File: config.mk
export PLATFORM = sky130hd
export DESIGN_NAME = core
export DESIGN_NICKNAME = d
export VERILOG_FILES = /design/src/source/core_pkg.sv /design/src/source/fetch.sv /design/src/source/decode.sv /design/src/source/execute.sv /design/src/source/memwb.sv /design/src/source/core.sv
export SDC_FILE = /design/constraint.sdc
export NUM_CORES = 1
export LEC_CHECK = 0
export BUFFER_PORTS_ARGS = -buffer_cell sky130_fd_sc_hd__clkbuf_2
export CORE_ASPECT_RATIO = 1.1
export CORE_UTILIZATION = 30
export DETAILED_ROUTE_END_ITERATION = 16
export SLEW_MARGIN = 20
export SYNTH_ARGS = -nofsm -noshare
export SYNTH_HDL_FRONTEND = slang
export SYNTH_SLANG_ARGS = --single-unit
File: constraint.sdc
create_clock -name i_clk -period 8.87 [get_ports i_clk]
set_input_delay 0.887 -clock i_clk [delete_from_list [all_inputs] [get_ports i_clk]]
set_output_delay 0.887 -clock i_clk [all_outputs]
set_load 0.05 [all_outputs]
File: src/source/core_pkg.sv
package core_pkg;

    localparam int RW = 16;
    localparam int I_SIZE = 32;
    localparam int REGNO = 8;
    localparam int REGNO_LOG = 3;

    // Field positions in the instruction word
    localparam int OP_LSB = 12;
    localparam int RD_LSB = 9;
    localparam int RS_LSB = 6;
    localparam int IMM_LSB = 16;

    typedef enum logic [3:0] {
        OP_NOP,
        OP_ADD,
        OP_SUB,
        OP_AND,
        OP_OR,
        OP_XOR,
        OP_SHL,
        OP_SHR,
        OP_LDI,
        OP_ADDI,
        OP_LD,
        OP_ST,
        OP_JMP,
        OP_JZ,
        OP_JNZ
    } op_e;

    // Register ops map onto the first seven entries in op_e order
    typedef enum logic [2:0] {
        ALU_ADD,
        ALU_SUB,
        ALU_AND,
        ALU_OR,
        ALU_XOR,
        ALU_SHL,
        ALU_SHR,
        ALU_PASS_R
    } alu_e;

    typedef enum logic [1:0] {
        JMP_NONE,
        JMP_ALWAYS,
        JMP_ZERO,
        JMP_NZERO
    } jump_e;

    typedef enum logic [1:0] {
        FS_IDLE,
        FS_WAIT,
        FS_HOLD
    } fetch_state_e;

    typedef enum logic [1:0] {
        MW_IDLE,
        MW_MEM,
        MW_WB
    } mw_state_e;

endpackage

File: src/source/fetch.sv
`timescale 1ns/1ps

module fetch (
    input  logic                        i_clk,
    input  logic                        i_rst,
    input  logic                        i_disable,
    input  logic [core_pkg::I_SIZE-1:0] i_req_data,
    input  logic                        i_req_data_valid,
    input  logic                        i_next_ready,
    input  logic                        i_flush,
    input  logic [core_pkg::RW-1:0]     i_exec_pc,
    output logic [core_pkg::RW-1:0]     o_req_addr,
    output logic                        o_req_ppl_submit,
    output logic                        o_submit,
    output logic [core_pkg::I_SIZE-1:0] o_instr,
    output logic [core_pkg::RW-1:0]     o_pc
);
    import core_pkg::*;

    fetch_state_e state;
    logic [RW-1:0] pc;      // Next word to request
    logic stale;            // Outstanding response is from a flushed path
    logic issue;

    assign o_submit = (state == FS_HOLD);

    // Request from idle, or right behind the instruction being handed on
    assign issue = !i_disable && !i_flush &&
                   (state == FS_IDLE || (state == FS_HOLD && i_next_ready));

    always_ff @(posedge i_clk) begin
        if (i_rst) begin
            state <= FS_IDLE;
            o_req_ppl_submit <= 1'b0;
            stale <= 1'b0;
            pc <= '0;
        end else begin
            o_req_ppl_submit <= issue;
            if (i_flush)
                pc <= i_exec_pc;
            else if (issue)
                pc <= pc + 1'b1;

            case (state)
                FS_IDLE: begin
                    if (issue)
                        state <= FS_WAIT;
                end
                FS_WAIT: begin
                    if (i_req_data_valid) begin
                        stale <= 1'b0;
                        state <= (stale || i_flush) ? FS_IDLE : FS_HOLD;
                    end else if (i_flush) begin
                        stale <= 1'b1;  // Drop it when it turns up
                    end
                end
                FS_HOLD: begin
                    if (i_flush)
                        state <= FS_IDLE;
                    else if (i_next_ready)
                        state <= issue ? FS_WAIT : FS_IDLE;
                end
                default: state <= FS_IDLE;
            endcase
        end
    end

    always_ff @(posedge i_clk) begin
        if (issue)
            o_req_addr <= pc;
        if (state == FS_WAIT && i_req_data_valid) begin
            o_instr <= i_req_data;
            o_pc <= o_req_addr;     // Address is held until the response
        end
    end

endmodule

File: src/source/decode.sv
`timescale 1ns/1ps

module decode (
    input  logic                           i_clk,
    input  logic                           i_rst,
    input  logic                           i_submit,
    input  logic [core_pkg::I_SIZE-1:0]    i_instr,
    input  logic [core_pkg::RW-1:0]        i_pc,
    input  logic                           i_next_ready,
    input  logic                           i_flush,
    output logic                           o_ready,
    output logic                           o_submit,
    output logic [core_pkg::RW-1:0]        o_pc,
    output logic [core_pkg::RW-1:0]        o_imm,
    output core_pkg::alu_e                 oc_alu_mode,
    output logic                           oc_r_bus_imm,
    output logic [core_pkg::REGNO_LOG-1:0] oc_l_reg_sel,
    output logic [core_pkg::REGNO_LOG-1:0] oc_r_reg_sel,
    output logic                           oc_reg_we,
    output logic                           oc_flags_ie,
    output logic                           oc_mem_access,
    output logic                           oc_mem_we,
    output core_pkg::jump_e                oc_jump_cond_code,
    output logic [1:0]                     oc_used_operands
);
    import core_pkg::*;

    logic full;
    logic [I_SIZE-1:0] instr;
    logic accept;
    op_e op;

    assign o_ready = !full || i_next_ready;
    assign o_submit = full;
    assign accept = i_submit && o_ready && !i_flush;

    assign op = op_e'(instr[OP_LSB +: 4]);
    assign oc_l_reg_sel = instr[RD_LSB +: REGNO_LOG];
    assign oc_r_reg_sel = instr[RS_LSB +: REGNO_LOG];
    assign o_imm = instr[IMM_LSB +: RW];

    always_ff @(posedge i_clk) begin
        if (i_rst)
            full <= 1'b0;
        else if (i_flush)
            full <= 1'b0;
        else if (accept)
            full <= 1'b1;
        else if (i_next_ready)
            full <= 1'b0;
    end

    always_ff @(posedge i_clk) begin
        if (accept) begin
            instr <= i_instr;
            o_pc <= i_pc;
        end
    end

    // Bit 0 of the used mask is rd, bit 1 is rs
    always_comb begin
        oc_alu_mode = ALU_PASS_R;
        oc_r_bus_imm = 1'b0;
        oc_reg_we = 1'b0;
        oc_flags_ie = 1'b0;
        oc_mem_access = 1'b0;
        oc_mem_we = 1'b0;
        oc_jump_cond_code = JMP_NONE;
        oc_used_operands = 2'b00;
        case (op)
            OP_ADD, OP_SUB, OP_AND, OP_OR, OP_XOR, OP_SHL, OP_SHR: begin
                oc_alu_mode = alu_e'(3'(op - 4'd1));   // One below the opcode
                oc_reg_we = 1'b1;
                oc_flags_ie = 1'b1;
                oc_used_operands = 2'b11;
            end
            OP_LDI: begin
                oc_r_bus_imm = 1'b1;
                oc_reg_we = 1'b1;
                oc_flags_ie = 1'b1;
            end
            OP_ADDI: begin
                oc_alu_mode = ALU_ADD;
                oc_r_bus_imm = 1'b1;
                oc_reg_we = 1'b1;
                oc_flags_ie = 1'b1;
                oc_used_operands = 2'b10;
            end
            OP_LD, OP_ST: begin
                oc_alu_mode = ALU_ADD;  // Address is rs + imm
                oc_r_bus_imm = 1'b1;
                oc_mem_access = 1'b1;
                oc_mem_we = (op == OP_ST);
                oc_reg_we = (op == OP_LD);
                oc_used_operands = (op == OP_ST) ? 2'b11 : 2'b10;
            end
            OP_JMP: oc_jump_cond_code = JMP_ALWAYS;
            OP_JZ: oc_jump_cond_code = JMP_ZERO;
            OP_JNZ: oc_jump_cond_code = JMP_NZERO;
            default: ;
        endcase
    end

endmodule

File: src/source/execute.sv
`timescale 1ns/1ps

module execute (
    input  logic                           i_clk,
    input  logic                           i_rst,
    input  logic                           i_submit,
    input  core_pkg::alu_e                 c_alu_mode,
    input  logic                           c_r_bus_imm,
    input  logic [core_pkg::REGNO_LOG-1:0] c_l_reg_sel,
    input  logic [core_pkg::REGNO_LOG-1:0] c_r_reg_sel,
    input  logic                           c_reg_we,
    input  logic                           c_flags_ie,
    input  logic                           c_mem_access,
    input  logic                           c_mem_we,
    input  core_pkg::jump_e                c_jump_cond_code,
    input  logic [1:0]                     c_used_operands,
    input  logic [core_pkg::RW-1:0]        i_pc,
    input  logic [core_pkg::RW-1:0]        i_imm,
    input  logic                           i_next_ready,
    input  logic                           i_reg_we,
    input  logic [core_pkg::REGNO_LOG-1:0] i_reg_sel,
    input  logic [core_pkg::RW-1:0]        i_reg_data,
    output logic                           o_ready,
    output logic                           o_submit,
    output logic [core_pkg::RW-1:0]        o_data,
    output logic [core_pkg::RW-1:0]        o_addr,
    output logic                           o_reg_we,
    output logic [core_pkg::REGNO_LOG-1:0] o_reg_sel,
    output logic                           o_mem_access,
    output logic                           o_mem_we,
    output logic                           o_pc_update,
    output logic [core_pkg::RW-1:0]        o_exec_pc,
    output logic                           o_flush,
    output logic [core_pkg::RW-1:0]        dbg_r0,
    output logic [core_pkg::RW-1:0]        dbg_pc
);
    import core_pkg::*;

    logic [RW-1:0] regs [REGNO];
    logic [REGNO-1:0] pending;  // Writes still on their way back from memwb
    logic zf;
    logic hazard;
    logic issue;
    logic taken;
    logic [RW-1:0] a_val;
    logic [RW-1:0] b_val;
    logic [RW-1:0] result;

    assign dbg_r0 = regs[0];

    assign hazard = ((c_used_operands[0] || c_reg_we) && pending[c_l_reg_sel]) ||
                    (c_used_operands[1] && pending[c_r_reg_sel]);

    // One item in flight to memwb, and nothing while the flush is out
    assign o_ready = i_next_ready && !o_submit && !o_flush && !hazard;
    assign issue = i_submit && o_ready;

    // Immediate forms take rs on the left
    assign a_val = c_r_bus_imm ? regs[c_r_reg_sel] : regs[c_l_reg_sel];
    assign b_val = c_r_bus_imm ? i_imm : regs[c_r_reg_sel];

    always_comb begin
        case (c_alu_mode)
            ALU_ADD: result = a_val + b_val;
            ALU_SUB: result = a_val - b_val;
            ALU_AND: result = a_val & b_val;
            ALU_OR: result = a_val | b_val;
            ALU_XOR: result = a_val ^ b_val;
            ALU_SHL: result = a_val << b_val[3:0];
            ALU_SHR: result = a_val >> b_val[3:0];
            default: result = b_val;
        endcase
    end

    always_comb begin
        case (c_jump_cond_code)
            JMP_ALWAYS: taken = 1'b1;
            JMP_ZERO: taken = zf;
            JMP_NZERO: taken = !zf;
            default: taken = 1'b0;
        endcase
    end

    always_ff @(posedge i_clk) begin
        if (i_reg_we)
            regs[i_reg_sel] <= i_reg_data;
    end

    always_ff @(posedge i_clk) begin
        if (i_rst) begin
            pending <= '0;
            zf <= 1'b0;
            o_submit <= 1'b0;
            o_reg_we <= 1'b0;
            o_mem_access <= 1'b0;
            o_mem_we <= 1'b0;
            o_flush <= 1'b0;
            o_pc_update <= 1'b0;
            dbg_pc <= '0;
        end else begin
            o_submit <= 1'b0;
            o_flush <= 1'b0;
            o_pc_update <= 1'b0;
            if (i_reg_we)
                pending[i_reg_sel] <= 1'b0;
            if (issue) begin
                dbg_pc <= i_pc;
                if (c_flags_ie)
                    zf <= (result == '0);
                if (taken) begin
                    o_flush <= 1'b1;
                    o_pc_update <= 1'b1;
                end else if (c_reg_we || c_mem_access) begin   // NOPs stop here
                    o_submit <= 1'b1;
                    o_reg_we <= c_reg_we;
                    o_mem_access <= c_mem_access;
                    o_mem_we <= c_mem_we;
                    if (c_reg_we)
                        pending[c_l_reg_sel] <= 1'b1;
                end
            end
        end
    end

    always_ff @(posedge i_clk) begin
        if (issue) begin
            o_data <= c_mem_we ? regs[c_l_reg_sel] : result;  // Store value or result
            o_addr <= result;
            o_reg_sel <= c_l_reg_sel;
            o_exec_pc <= i_imm;
        end
    end

endmodule

File: src/source/memwb.sv
`timescale 1ns/1ps

module memwb (
    input  logic                           i_clk,
    input  logic                           i_rst,
    input  logic                           i_submit,
    input  logic [core_pkg::RW-1:0]        i_data,
    input  logic [core_pkg::RW-1:0]        i_addr,
    input  logic                           i_reg_we,
    input  logic [core_pkg::REGNO_LOG-1:0] i_reg_sel,
    input  logic                           i_mem_access,
    input  logic                           i_mem_we,
    input  logic [core_pkg::RW-1:0]        i_mem_data,
    input  logic                           i_mem_ack,
    output logic                           o_ready,
    output logic                           o_reg_we,
    output logic [core_pkg::REGNO_LOG-1:0] o_reg_sel,
    output logic [core_pkg::RW-1:0]        o_reg_data,
    output logic                           o_mem_req,
    output logic [core_pkg::RW-1:0]        o_mem_addr,
    output logic [core_pkg::RW-1:0]        o_mem_data,
    output logic                           o_mem_we
);
    import core_pkg::*;

    mw_state_e state;
    logic wb_we;    // Item returns a register write

    assign o_ready = (state == MW_IDLE);

    always_ff @(posedge i_clk) begin
        if (i_rst) begin
            state <= MW_IDLE;
            wb_we <= 1'b0;
            o_reg_we <= 1'b0;
            o_mem_req <= 1'b0;
            o_mem_we <= 1'b0;
        end else begin
            o_reg_we <= 1'b0;
            case (state)
                MW_IDLE: begin
                    if (i_submit) begin
                        wb_we <= i_reg_we;
                        o_mem_we <= i_mem_we;
                        if (i_mem_access) begin
                            o_mem_req <= 1'b1;
                            state <= MW_MEM;
                        end else begin
                            o_reg_we <= i_reg_we;
                            state <= MW_WB;
                        end
                    end
                end
                MW_MEM: begin
                    if (i_mem_ack) begin
                        o_mem_req <= 1'b0;
                        o_reg_we <= wb_we;  // Loads only
                        state <= wb_we ? MW_WB : MW_IDLE;
                    end
                end
                default: state <= MW_IDLE;
            endcase
        end
    end

    always_ff @(posedge i_clk) begin
        if (state == MW_IDLE && i_submit) begin
            o_mem_addr <= i_addr;
            o_mem_data <= i_data;
            o_reg_sel <= i_reg_sel;
            o_reg_data <= i_data;
        end else if (state == MW_MEM && i_mem_ack) begin
            o_reg_data <= i_mem_data;
        end
    end

endmodule

File: src/source/core.sv
`timescale 1ns/1ps

module core (
    input  logic                        i_clk,
    input  logic                        i_rst,
    input  logic                        i_disable,
    output logic [core_pkg::RW-1:0]     o_req_addr,
    output logic                        o_req_active,
    output logic                        o_req_ppl_submit,
    input  logic [core_pkg::I_SIZE-1:0] i_req_data,
    input  logic                        i_req_data_valid,
    output logic [core_pkg::RW-1:0]     o_mem_addr,
    output logic [core_pkg::RW-1:0]     o_mem_data,
    input  logic [core_pkg::RW-1:0]     i_mem_data,
    output logic                        o_mem_req,
    output logic                        o_mem_we,
    input  logic                        i_mem_ack,
    output logic [core_pkg::RW-1:0]     dbg_r0,
    output logic [core_pkg::RW-1:0]     dbg_pc
);
    import core_pkg::*;

    logic fd_submit, fd_ready;
    logic [I_SIZE-1:0] fd_instr;
    logic [RW-1:0] fd_pc;
    logic pc_update, flush;
    logic [RW-1:0] exec_pc;

    logic de_submit, de_ready;
    logic [RW-1:0] de_pc, de_imm;
    alu_e dec_alu_mode;
    jump_e dec_jump_cond_code;
    logic dec_r_bus_imm, dec_reg_we, dec_flags_ie, dec_mem_access, dec_mem_we;
    logic [REGNO_LOG-1:0] dec_l_reg_sel, dec_r_reg_sel;
    logic [1:0] dec_used_operands;

    logic ew_submit, ew_ready, ew_reg_we, ew_mem_access, ew_mem_we;
    logic [RW-1:0] ew_data, ew_addr;
    logic [REGNO_LOG-1:0] ew_reg_sel;
    logic we_reg_we;
    logic [REGNO_LOG-1:0] we_reg_sel;
    logic [RW-1:0] we_reg_data;

    assign o_req_active = ~i_disable;

    // Stage 0 takes its PC load from the jump
    fetch fetch (
        .i_clk(i_clk), .i_rst(i_rst), .i_disable(i_disable), .i_req_data(i_req_data),
        .i_req_data_valid(i_req_data_valid), .i_next_ready(fd_ready), .i_flush(pc_update),
        .i_exec_pc(exec_pc), .o_req_addr(o_req_addr), .o_req_ppl_submit(o_req_ppl_submit),
        .o_submit(fd_submit), .o_instr(fd_instr), .o_pc(fd_pc));

    // Stage 1
    decode decode (
        .i_clk(i_clk), .i_rst(i_rst), .i_submit(fd_submit), .i_instr(fd_instr), .i_pc(fd_pc),
        .i_next_ready(de_ready), .i_flush(flush), .o_ready(fd_ready), .o_submit(de_submit),
        .o_pc(de_pc), .o_imm(de_imm), .oc_alu_mode(dec_alu_mode), .oc_r_bus_imm(dec_r_bus_imm),
        .oc_l_reg_sel(dec_l_reg_sel), .oc_r_reg_sel(dec_r_reg_sel), .oc_reg_we(dec_reg_we),
        .oc_flags_ie(dec_flags_ie), .oc_mem_access(dec_mem_access), .oc_mem_we(dec_mem_we),
        .oc_jump_cond_code(dec_jump_cond_code), .oc_used_operands(dec_used_operands));

    // Stage 2
    execute execute (
        .i_clk(i_clk), .i_rst(i_rst), .i_submit(de_submit), .c_alu_mode(dec_alu_mode),
        .c_r_bus_imm(dec_r_bus_imm), .c_l_reg_sel(dec_l_reg_sel), .c_r_reg_sel(dec_r_reg_sel),
        .c_reg_we(dec_reg_we), .c_flags_ie(dec_flags_ie), .c_mem_access(dec_mem_access),
        .c_mem_we(dec_mem_we), .c_jump_cond_code(dec_jump_cond_code),
        .c_used_operands(dec_used_operands), .i_pc(de_pc), .i_imm(de_imm),
        .i_next_ready(ew_ready), .i_reg_we(we_reg_we), .i_reg_sel(we_reg_sel),
        .i_reg_data(we_reg_data), .o_ready(de_ready), .o_submit(ew_submit), .o_data(ew_data),
        .o_addr(ew_addr), .o_reg_we(ew_reg_we), .o_reg_sel(ew_reg_sel),
        .o_mem_access(ew_mem_access), .o_mem_we(ew_mem_we), .o_pc_update(pc_update),
        .o_exec_pc(exec_pc), .o_flush(flush), .dbg_r0(dbg_r0), .dbg_pc(dbg_pc));

    // Stage 3
    memwb memwb (
        .i_clk(i_clk), .i_rst(i_rst), .i_submit(ew_submit), .i_data(ew_data), .i_addr(ew_addr),
        .i_reg_we(ew_reg_we), .i_reg_sel(ew_reg_sel), .i_mem_access(ew_mem_access),
        .i_mem_we(ew_mem_we), .i_mem_data(i_mem_data), .i_mem_ack(i_mem_ack),
        .o_ready(ew_ready), .o_reg_we(we_reg_we), .o_reg_sel(we_reg_sel),
        .o_reg_data(we_reg_data), .o_mem_req(o_mem_req), .o_mem_addr(o_mem_addr),
        .o_mem_data(o_mem_data), .o_mem_we(o_mem_we));

endmodule

-- Yosys cells after proc, flatten, opt, wreduce, memory -nomap -nowiden
Memory sizes are Yosys's and may differ from the RTL's. A register that Yosys moved wholly into a read port is not among the register bits.
Index checks and enable logic that the tools add are counted.
Widths: inputs -> output; s select.
- bits in registers: 271
- RAM bits: 128
- output and inout port bits: 84
- logic and storage cells: 197
- memories: 1
- add/subtract/negate cells: 4
- magnitude comparators: 5
- equality and inequality tests: 32
- shift operators: 2
- mux-type cells: 62
- bitwise gates (word level): 9
- reductions and logical operators: 51
- memory list (memory ; words ; bits a word ; read ports ; clocked after memory_dff ; write ports ; RTL line ; RTL):
    execute.regs ; 8 ; 16 ; 3 ; 2 ; 1 ; execute.sv:39 ; logic [RW-1:0] regs [REGNO];
- operators with widths (operator ; number):
    $mux 16 ; 7
    $pmux 16 s7 ; 1
    $mux 8 ; 6
    $eq 4x4->1 const B ; 7
    $mux 1 ; 24
    $mux 2 ; 9
    $pmux 2 s3 ; 3
    $add 16x1->16 const B ; 1
    $add 16x16->16 ; 1
    $and 16x16->16 ; 1
    $eq 4x3->1 const B ; 4
    $logic_not 16->1 ; 1
    $or 16x16->16 ; 1
    $shl 16x4->16 ; 1
    $shr 16x4->16 ; 1
    $sub 16x16->16 ; 1
    $xor 16x16->16 ; 1
    $logic_and 1x1->1 ; 15
    $lt 3x4->1 const B ; 3
    $reduce_bool 2->1 ; 5
    $eq 3x3->1 const B ; 3
    $reduce_or 9->1 ; 1
    $and 8x8->8 ; 1
    $eq 4x2->1 const B ; 2
    other kinds (31) ; 65

-- Depth between registers and ports, before layout
- depth after elaboration: 16
- gate-level depth with buffers: 27

-- By module
A second synthesis with hierarchy kept.
- cells, all modules: 1658
- area total of the unflattened synthesis: 20422.1 um2
- modules (own cells, without submodules) (module ; instances ; cells each ; area an instance (um2)):
    execute ; 1 ; 1251 ; 13550.5
    fetch ; 1 ; 196 ; 3057.9
    memwb ; 1 ; 98 ; 2037.0
    decode ; 1 ; 112 ; 1773.0
    core ; 1 ; 1 ; 3.8

-- Least setup slack after synthesis
OpenSTA, ideal clock, no wires.
- kind: reg-to-reg
- start: reg decode.instr[12]
- end: reg execute.zf
- setup time: 0.060 ns
- data arrival time: 5.051 ns
- data required time: 8.810 ns
- path slack: 3.760 ns
- cell stages (with the launch flop): 24
- cell sequence: edfxtp_1 -> inv_1 -> ha_1 -> buf_4 -> nor4_4 -> nor3_1 -> a31oi_4 -> clkbuf_1 -> buf_1 -> ha_1 -> a21oi_1 -> xnor2_1 -> ha_1 -> a21oi_1 -> o21ai_0 -> o221ai_1 -> o211ai_1 -> nand3_1 -> nor3b_1 -> o32ai_1 -> nand4b_4 -> nor4_2 -> nand4_1 -> nand2_1
- word-level cells in the longest chain between the ends: 10
- RTL lines (element ; RTL line ; RTL):
    from (decl) ; decode.sv:29 ; logic [I_SIZE-1:0] instr;
    from (signal assigned) ; decode.sv:55 ; instr <= i_instr;
    parallel branches: the longest is 10 deep, another holds $sub 16x16->16 ; n/a ;
    to (signal assigned) ; execute.sv:109 ; zf <= (result == '0);
    to (decl) ; execute.sv:41 ; logic zf;
Parallel ways; which one is timed is not known.
A chain may end at the register's enable or synchronous reset.

-- Worst setup path after layout
Same ends and word-level chain as after synthesis.

==> run_results.csv <==
group,metric,value,unit
sta,tns,0,ns
setup_path,worstPathMaxFanout,59,
finish,multi_input_comb_area,8500,sq um
finish,fill_cells,6442,
setup_path,cp.arrival,7.46,ns
sta,worst-slew-pin-transition,1.03,ns
finish,nets,1862,
sta,rsz0062_at_grt,"false",
logic_synthesis,synth_fp_nets,1746,
setup_path,reg2reg_depth,24,
logic_synthesis,synth_cell_types,88,
power_and_ir_drop,vdd_drop_max,131,uV
power_and_ir_drop,power.share.sequential,0.492,
logic_synthesis,ys.flop_type,"edfxtp_1",
power_and_ir_drop,p_sw_frac,0.246,
route,ant_nets,0,
status,status,"finished, final reports clean",
finish,area_growth,14.1,%
min_path,worstHoldStart,"fetch.o_pc[0]",
power_and_ir_drop,clkPwrFrac,0.405,
cts,cts_max_path_buffers,3,
power_and_ir_drop,intPower,3.10,mW
floorplan,row_count,99,
power_and_ir_drop,p_per_area,177,nW/um^2
power_and_ir_drop,total_power,4.11,mW
sta,slew_headroom,0.306,
setup_path,required,9.39,ns
route,avgRoutedWirePerCell,24.7,um
sta,finalSetupViolCount,0,
setup_path,crit_type,"register to register",
grt,grt_max_degree,60,
power_and_ir_drop,p_switching,1.01,mW
min_path,hp-class,"register to register",
route,drt_iter0_drc,1521,
floorplan,die_y,275,um
logic_synthesis,syn_area,20400,sq um
cts,clk_latency,0.58,ns
grt,grt_use_total,0.188,
min_path,hold_path_end,"decode.o_pc[0]",
route,drc_errors,0,
sta,finalCritPeriodShare,0.782,
logic_synthesis,yosysWarnings,0,
logic_synthesis,seq_area_frac_synth,0.548,
power_and_ir_drop,leakagePower,8.21,nW
route,routed_wl,65200,um
floorplan,coreArea,66800,sq um
cts,htree_levels,2,
floorplan,die-area,69000,sq um
finish,utilization,0.348,
placed_design,place_congestion,0.977,
finish,layout-drive-gt1-share,0.222,
power_and_ir_drop,combPwrFrac,0.103,
cts,post_cts_buffers,0,
route,via_count,14500,
logic_synthesis,synth-async-reset-ratio,0,
cts,hold_buffers,0,
setup_path,timing.rr.end,"execute.zf",
min_path,hold_path_depth,0,
cts,cts-root-buf,"clkbuf_16",
setup_path,rr_startpoint,"decode.instr[12]",
run,maxCapViolations,0,
grt,gr-total-overflow,0,
cts,clkSinkCount,393,
grt,antenna_found_initial,1,
route,drtPass1Iterations,7,
cts,cts-resized-gates,0,
sta,slew_violations,0,
route,via_per_inst,5.51,
setup_path,start_kind,"register",
grt,grt_pass1_vias,14600,
floorplan,io_pins,137,
grt,grt_pass1_wl,96800,um
logic_synthesis,synth_edf_count,330,
logic_synthesis,syn_avg_cell_area,12.5,sq um
placed_design,portBuffers,130,
placed_design,dp_hpwl,47600,um
finish,antenna_cells,0,
floorplan,die_x,250,um
finish,ff_latch_area,11200,sq um
setup_path,endpoint_kind,"register",
cts,worst_setup_hold_path_clk_slew,0.06,ns
logic_synthesis,synth_seq_cells,393,
sta,finalHoldViolCount,0,
cts,cts_tree,"yes",
sta,period_minus_slack,6.94,ns
setup_path,worst-r2r-setup-slack,1.93,ns
logic_synthesis,syn_inst,1635,
sta,fin_worst_skew,0.0339,ns
cts,cts_buffers,41,
sta,max_freq,144,MHz
floorplan,start_util,0.305,
synthesized netlist by cell type, types with 11 or more instances:
| cell type | count | area, sq um |
|---|---|---|
| o22ai_1 | 17 | 106 |
| o32ai_1 | 16 | 140 |
| mux2i_1 | 58 | 581 |
| dfxtp_1 | 63 | 1260 |
| o21ai_0 | 63 | 315 |
| edfxtp_1 | 330 | 9910 |
| mux4_2 | 67 | 1510 |
| buf_1 | 11 | 41.3 |
| ha_1 | 57 | 713 |
| buf_2 | 24 | 120 |
| nand2b_1 | 15 | 93.8 |
| a211oi_1 | 27 | 203 |
| nor3b_1 | 16 | 120 |
| o211ai_1 | 14 | 105 |
| clkbuf_1 | 49 | 184 |
| nand2_1 | 137 | 514 |
| nor2_1 | 132 | 495 |
| a221oi_1 | 25 | 219 |
| mux2_2 | 49 | 552 |
| inv_1 | 56 | 210 |
| nor3_1 | 53 | 265 |
| a21oi_1 | 73 | 365 |
| xnor2_1 | 24 | 210 |
| and3_1 | 21 | 131 |
| nand3_1 | 24 | 120 |
critical path, stage by stage, from the launching register on:
cell and delay, ns:
edfxtp_1 0.61, inv_1 0.17, ha_1 0.37, or4_1 0.75, nand2_8 0.49, a31oi_4 0.41, inv_2 0.19, buf_4 0.36
nor2_1 0.18, nand2_1 0.10, nand2_1 0.07, xnor2_1 0.15, ha_1 0.38, nand3_1 0.08, o21ai_0 0.29, o221ai_1 0.34
o21ai_0 0.30, xor2_1 0.10, a211o_1 0.36, o22ai_1 0.16, buf_4 0.16, o2111ai_1 0.27, nor4_1 0.27, nand4_1 0.13
nand2_1 0.12
flip-flops by register name (all words and copies together), names as in the netlist, 8 cells and up, named ones only:
register / flops
decode.instr: 26
execute.o_exec_pc: 16
execute.regs: 128
memwb.o_reg_data: 16
fetch.o_req_addr: 16
execute.pending: 8
execute.dbg_pc: 16
fetch.pc: 16
memwb.o_mem_data: 16
memwb.o_mem_addr: 16
fetch.o_pc: 16
execute.o_data: 16
decode.o_pc: 16
fetch.o_instr: 26
execute.o_addr: 16
power by group through the flow:
stage / logic [mW] / registers, mW / clock network [mW]
4_1_cts: 0.418 / 2.03 / 1.71
3_5_place_dp: 0.415 / 2.06 / 0
3_3_place_gp: 0.412 / 2.06 / 0
2_1_floorplan: 0.267 / 2.07 / 0
5_1_grt: 0.454 / 2.03 / 1.78
6_report: 0.425 / 2.02 / 1.66
metal layers:
metal / track usage / share of wire / wire length [um]
met1: 0.248 / 0.43 / 28100
met2: 0.309 / 0.47 / 30900
met3: 0.0240 / 0.052 / 3390
met4: 0.0854 / 0.043 / 2780
met5: 0 / 0 / 0
stage by stage:
stage | hold slack, ns | instances | worst slack [ns] | instance area, sq um
finish | 0.415 | 2640 | 1.93 | 23300
global route | 0.426 | 2640 | 1.54 | 23300
CTS | 0.419 | 2640 | 2.00 | 23300
detailed placement | 0.405 | 2566 | 2.08 | 22000
global placement | 0.401 | 2566 | 2.12 | 22000
floorplan | 0.400 | 1635 | 3.76 | 20400
layout make-up:
cell class                 count  area share
clock buffer                  57      0.0498
clock inverter                17     0.00619
inverter                      65      0.0105
multi-input combinational   1078       0.365
sequential                   393       0.480
tap                          858      0.0462
timing repair buffer         172      0.0415
placed cells by master (no fill, tap or decap), drive strengths merged, types with 5 or more instances in the layout:
master and instances:
a31oi 10, ha 57, and2 7, a221oi 26, a22oi 11, edfxtp 330
a211oi 27, nor3 53, nand3 24, or3 7, o32ai 17, dfxtp 63
mux4 67, nor4 12, clkbuf 187, mux2 52, inv 66, mux2i 66
o21a 8, a221o 5, o31ai 10, a21oi 74, clkinv 13, buf 42
a211o 5, o211ai 14, nand2b 15, nor3b 16, nand2 138, o21ai 68
xnor2 24, o221ai 9, o22ai 18, nor2b 6, a22o 5, a21o 7
nand4 6, o2111ai 7, and3 22, nor2 132
how the worst max path moves through the flow:
stage,startpoint,to,slack [ns]
final,decode.instr[12],execute.zf,1.93
after global routing,decode.instr[12],execute.zf,1.54
after CTS,decode.instr[12],execute.zf,2.00
after detailed placement,decode.instr[12],execute.zf,2.08
after global placement,decode.instr[12],execute.zf,2.12
after floorplan,decode.instr[12],execute.zf,3.76
logic make-up (layout without fill, tap and decap cells):
family                   after synthesis  in the layout  synth area share
multiplexers                         185            185             0.138
AND/OR/NAND/NOR                      450            450             0.105
adder cells (fa/ha/maj)               58             58            0.0360
XOR/XNOR                              28             28            0.0120
buffers and inverters                164            311            0.0367
flip-flops                           393            393             0.548
AO/OA/AOI/OAI                        357            357             0.124
Power figures use the tool's default switching activity.
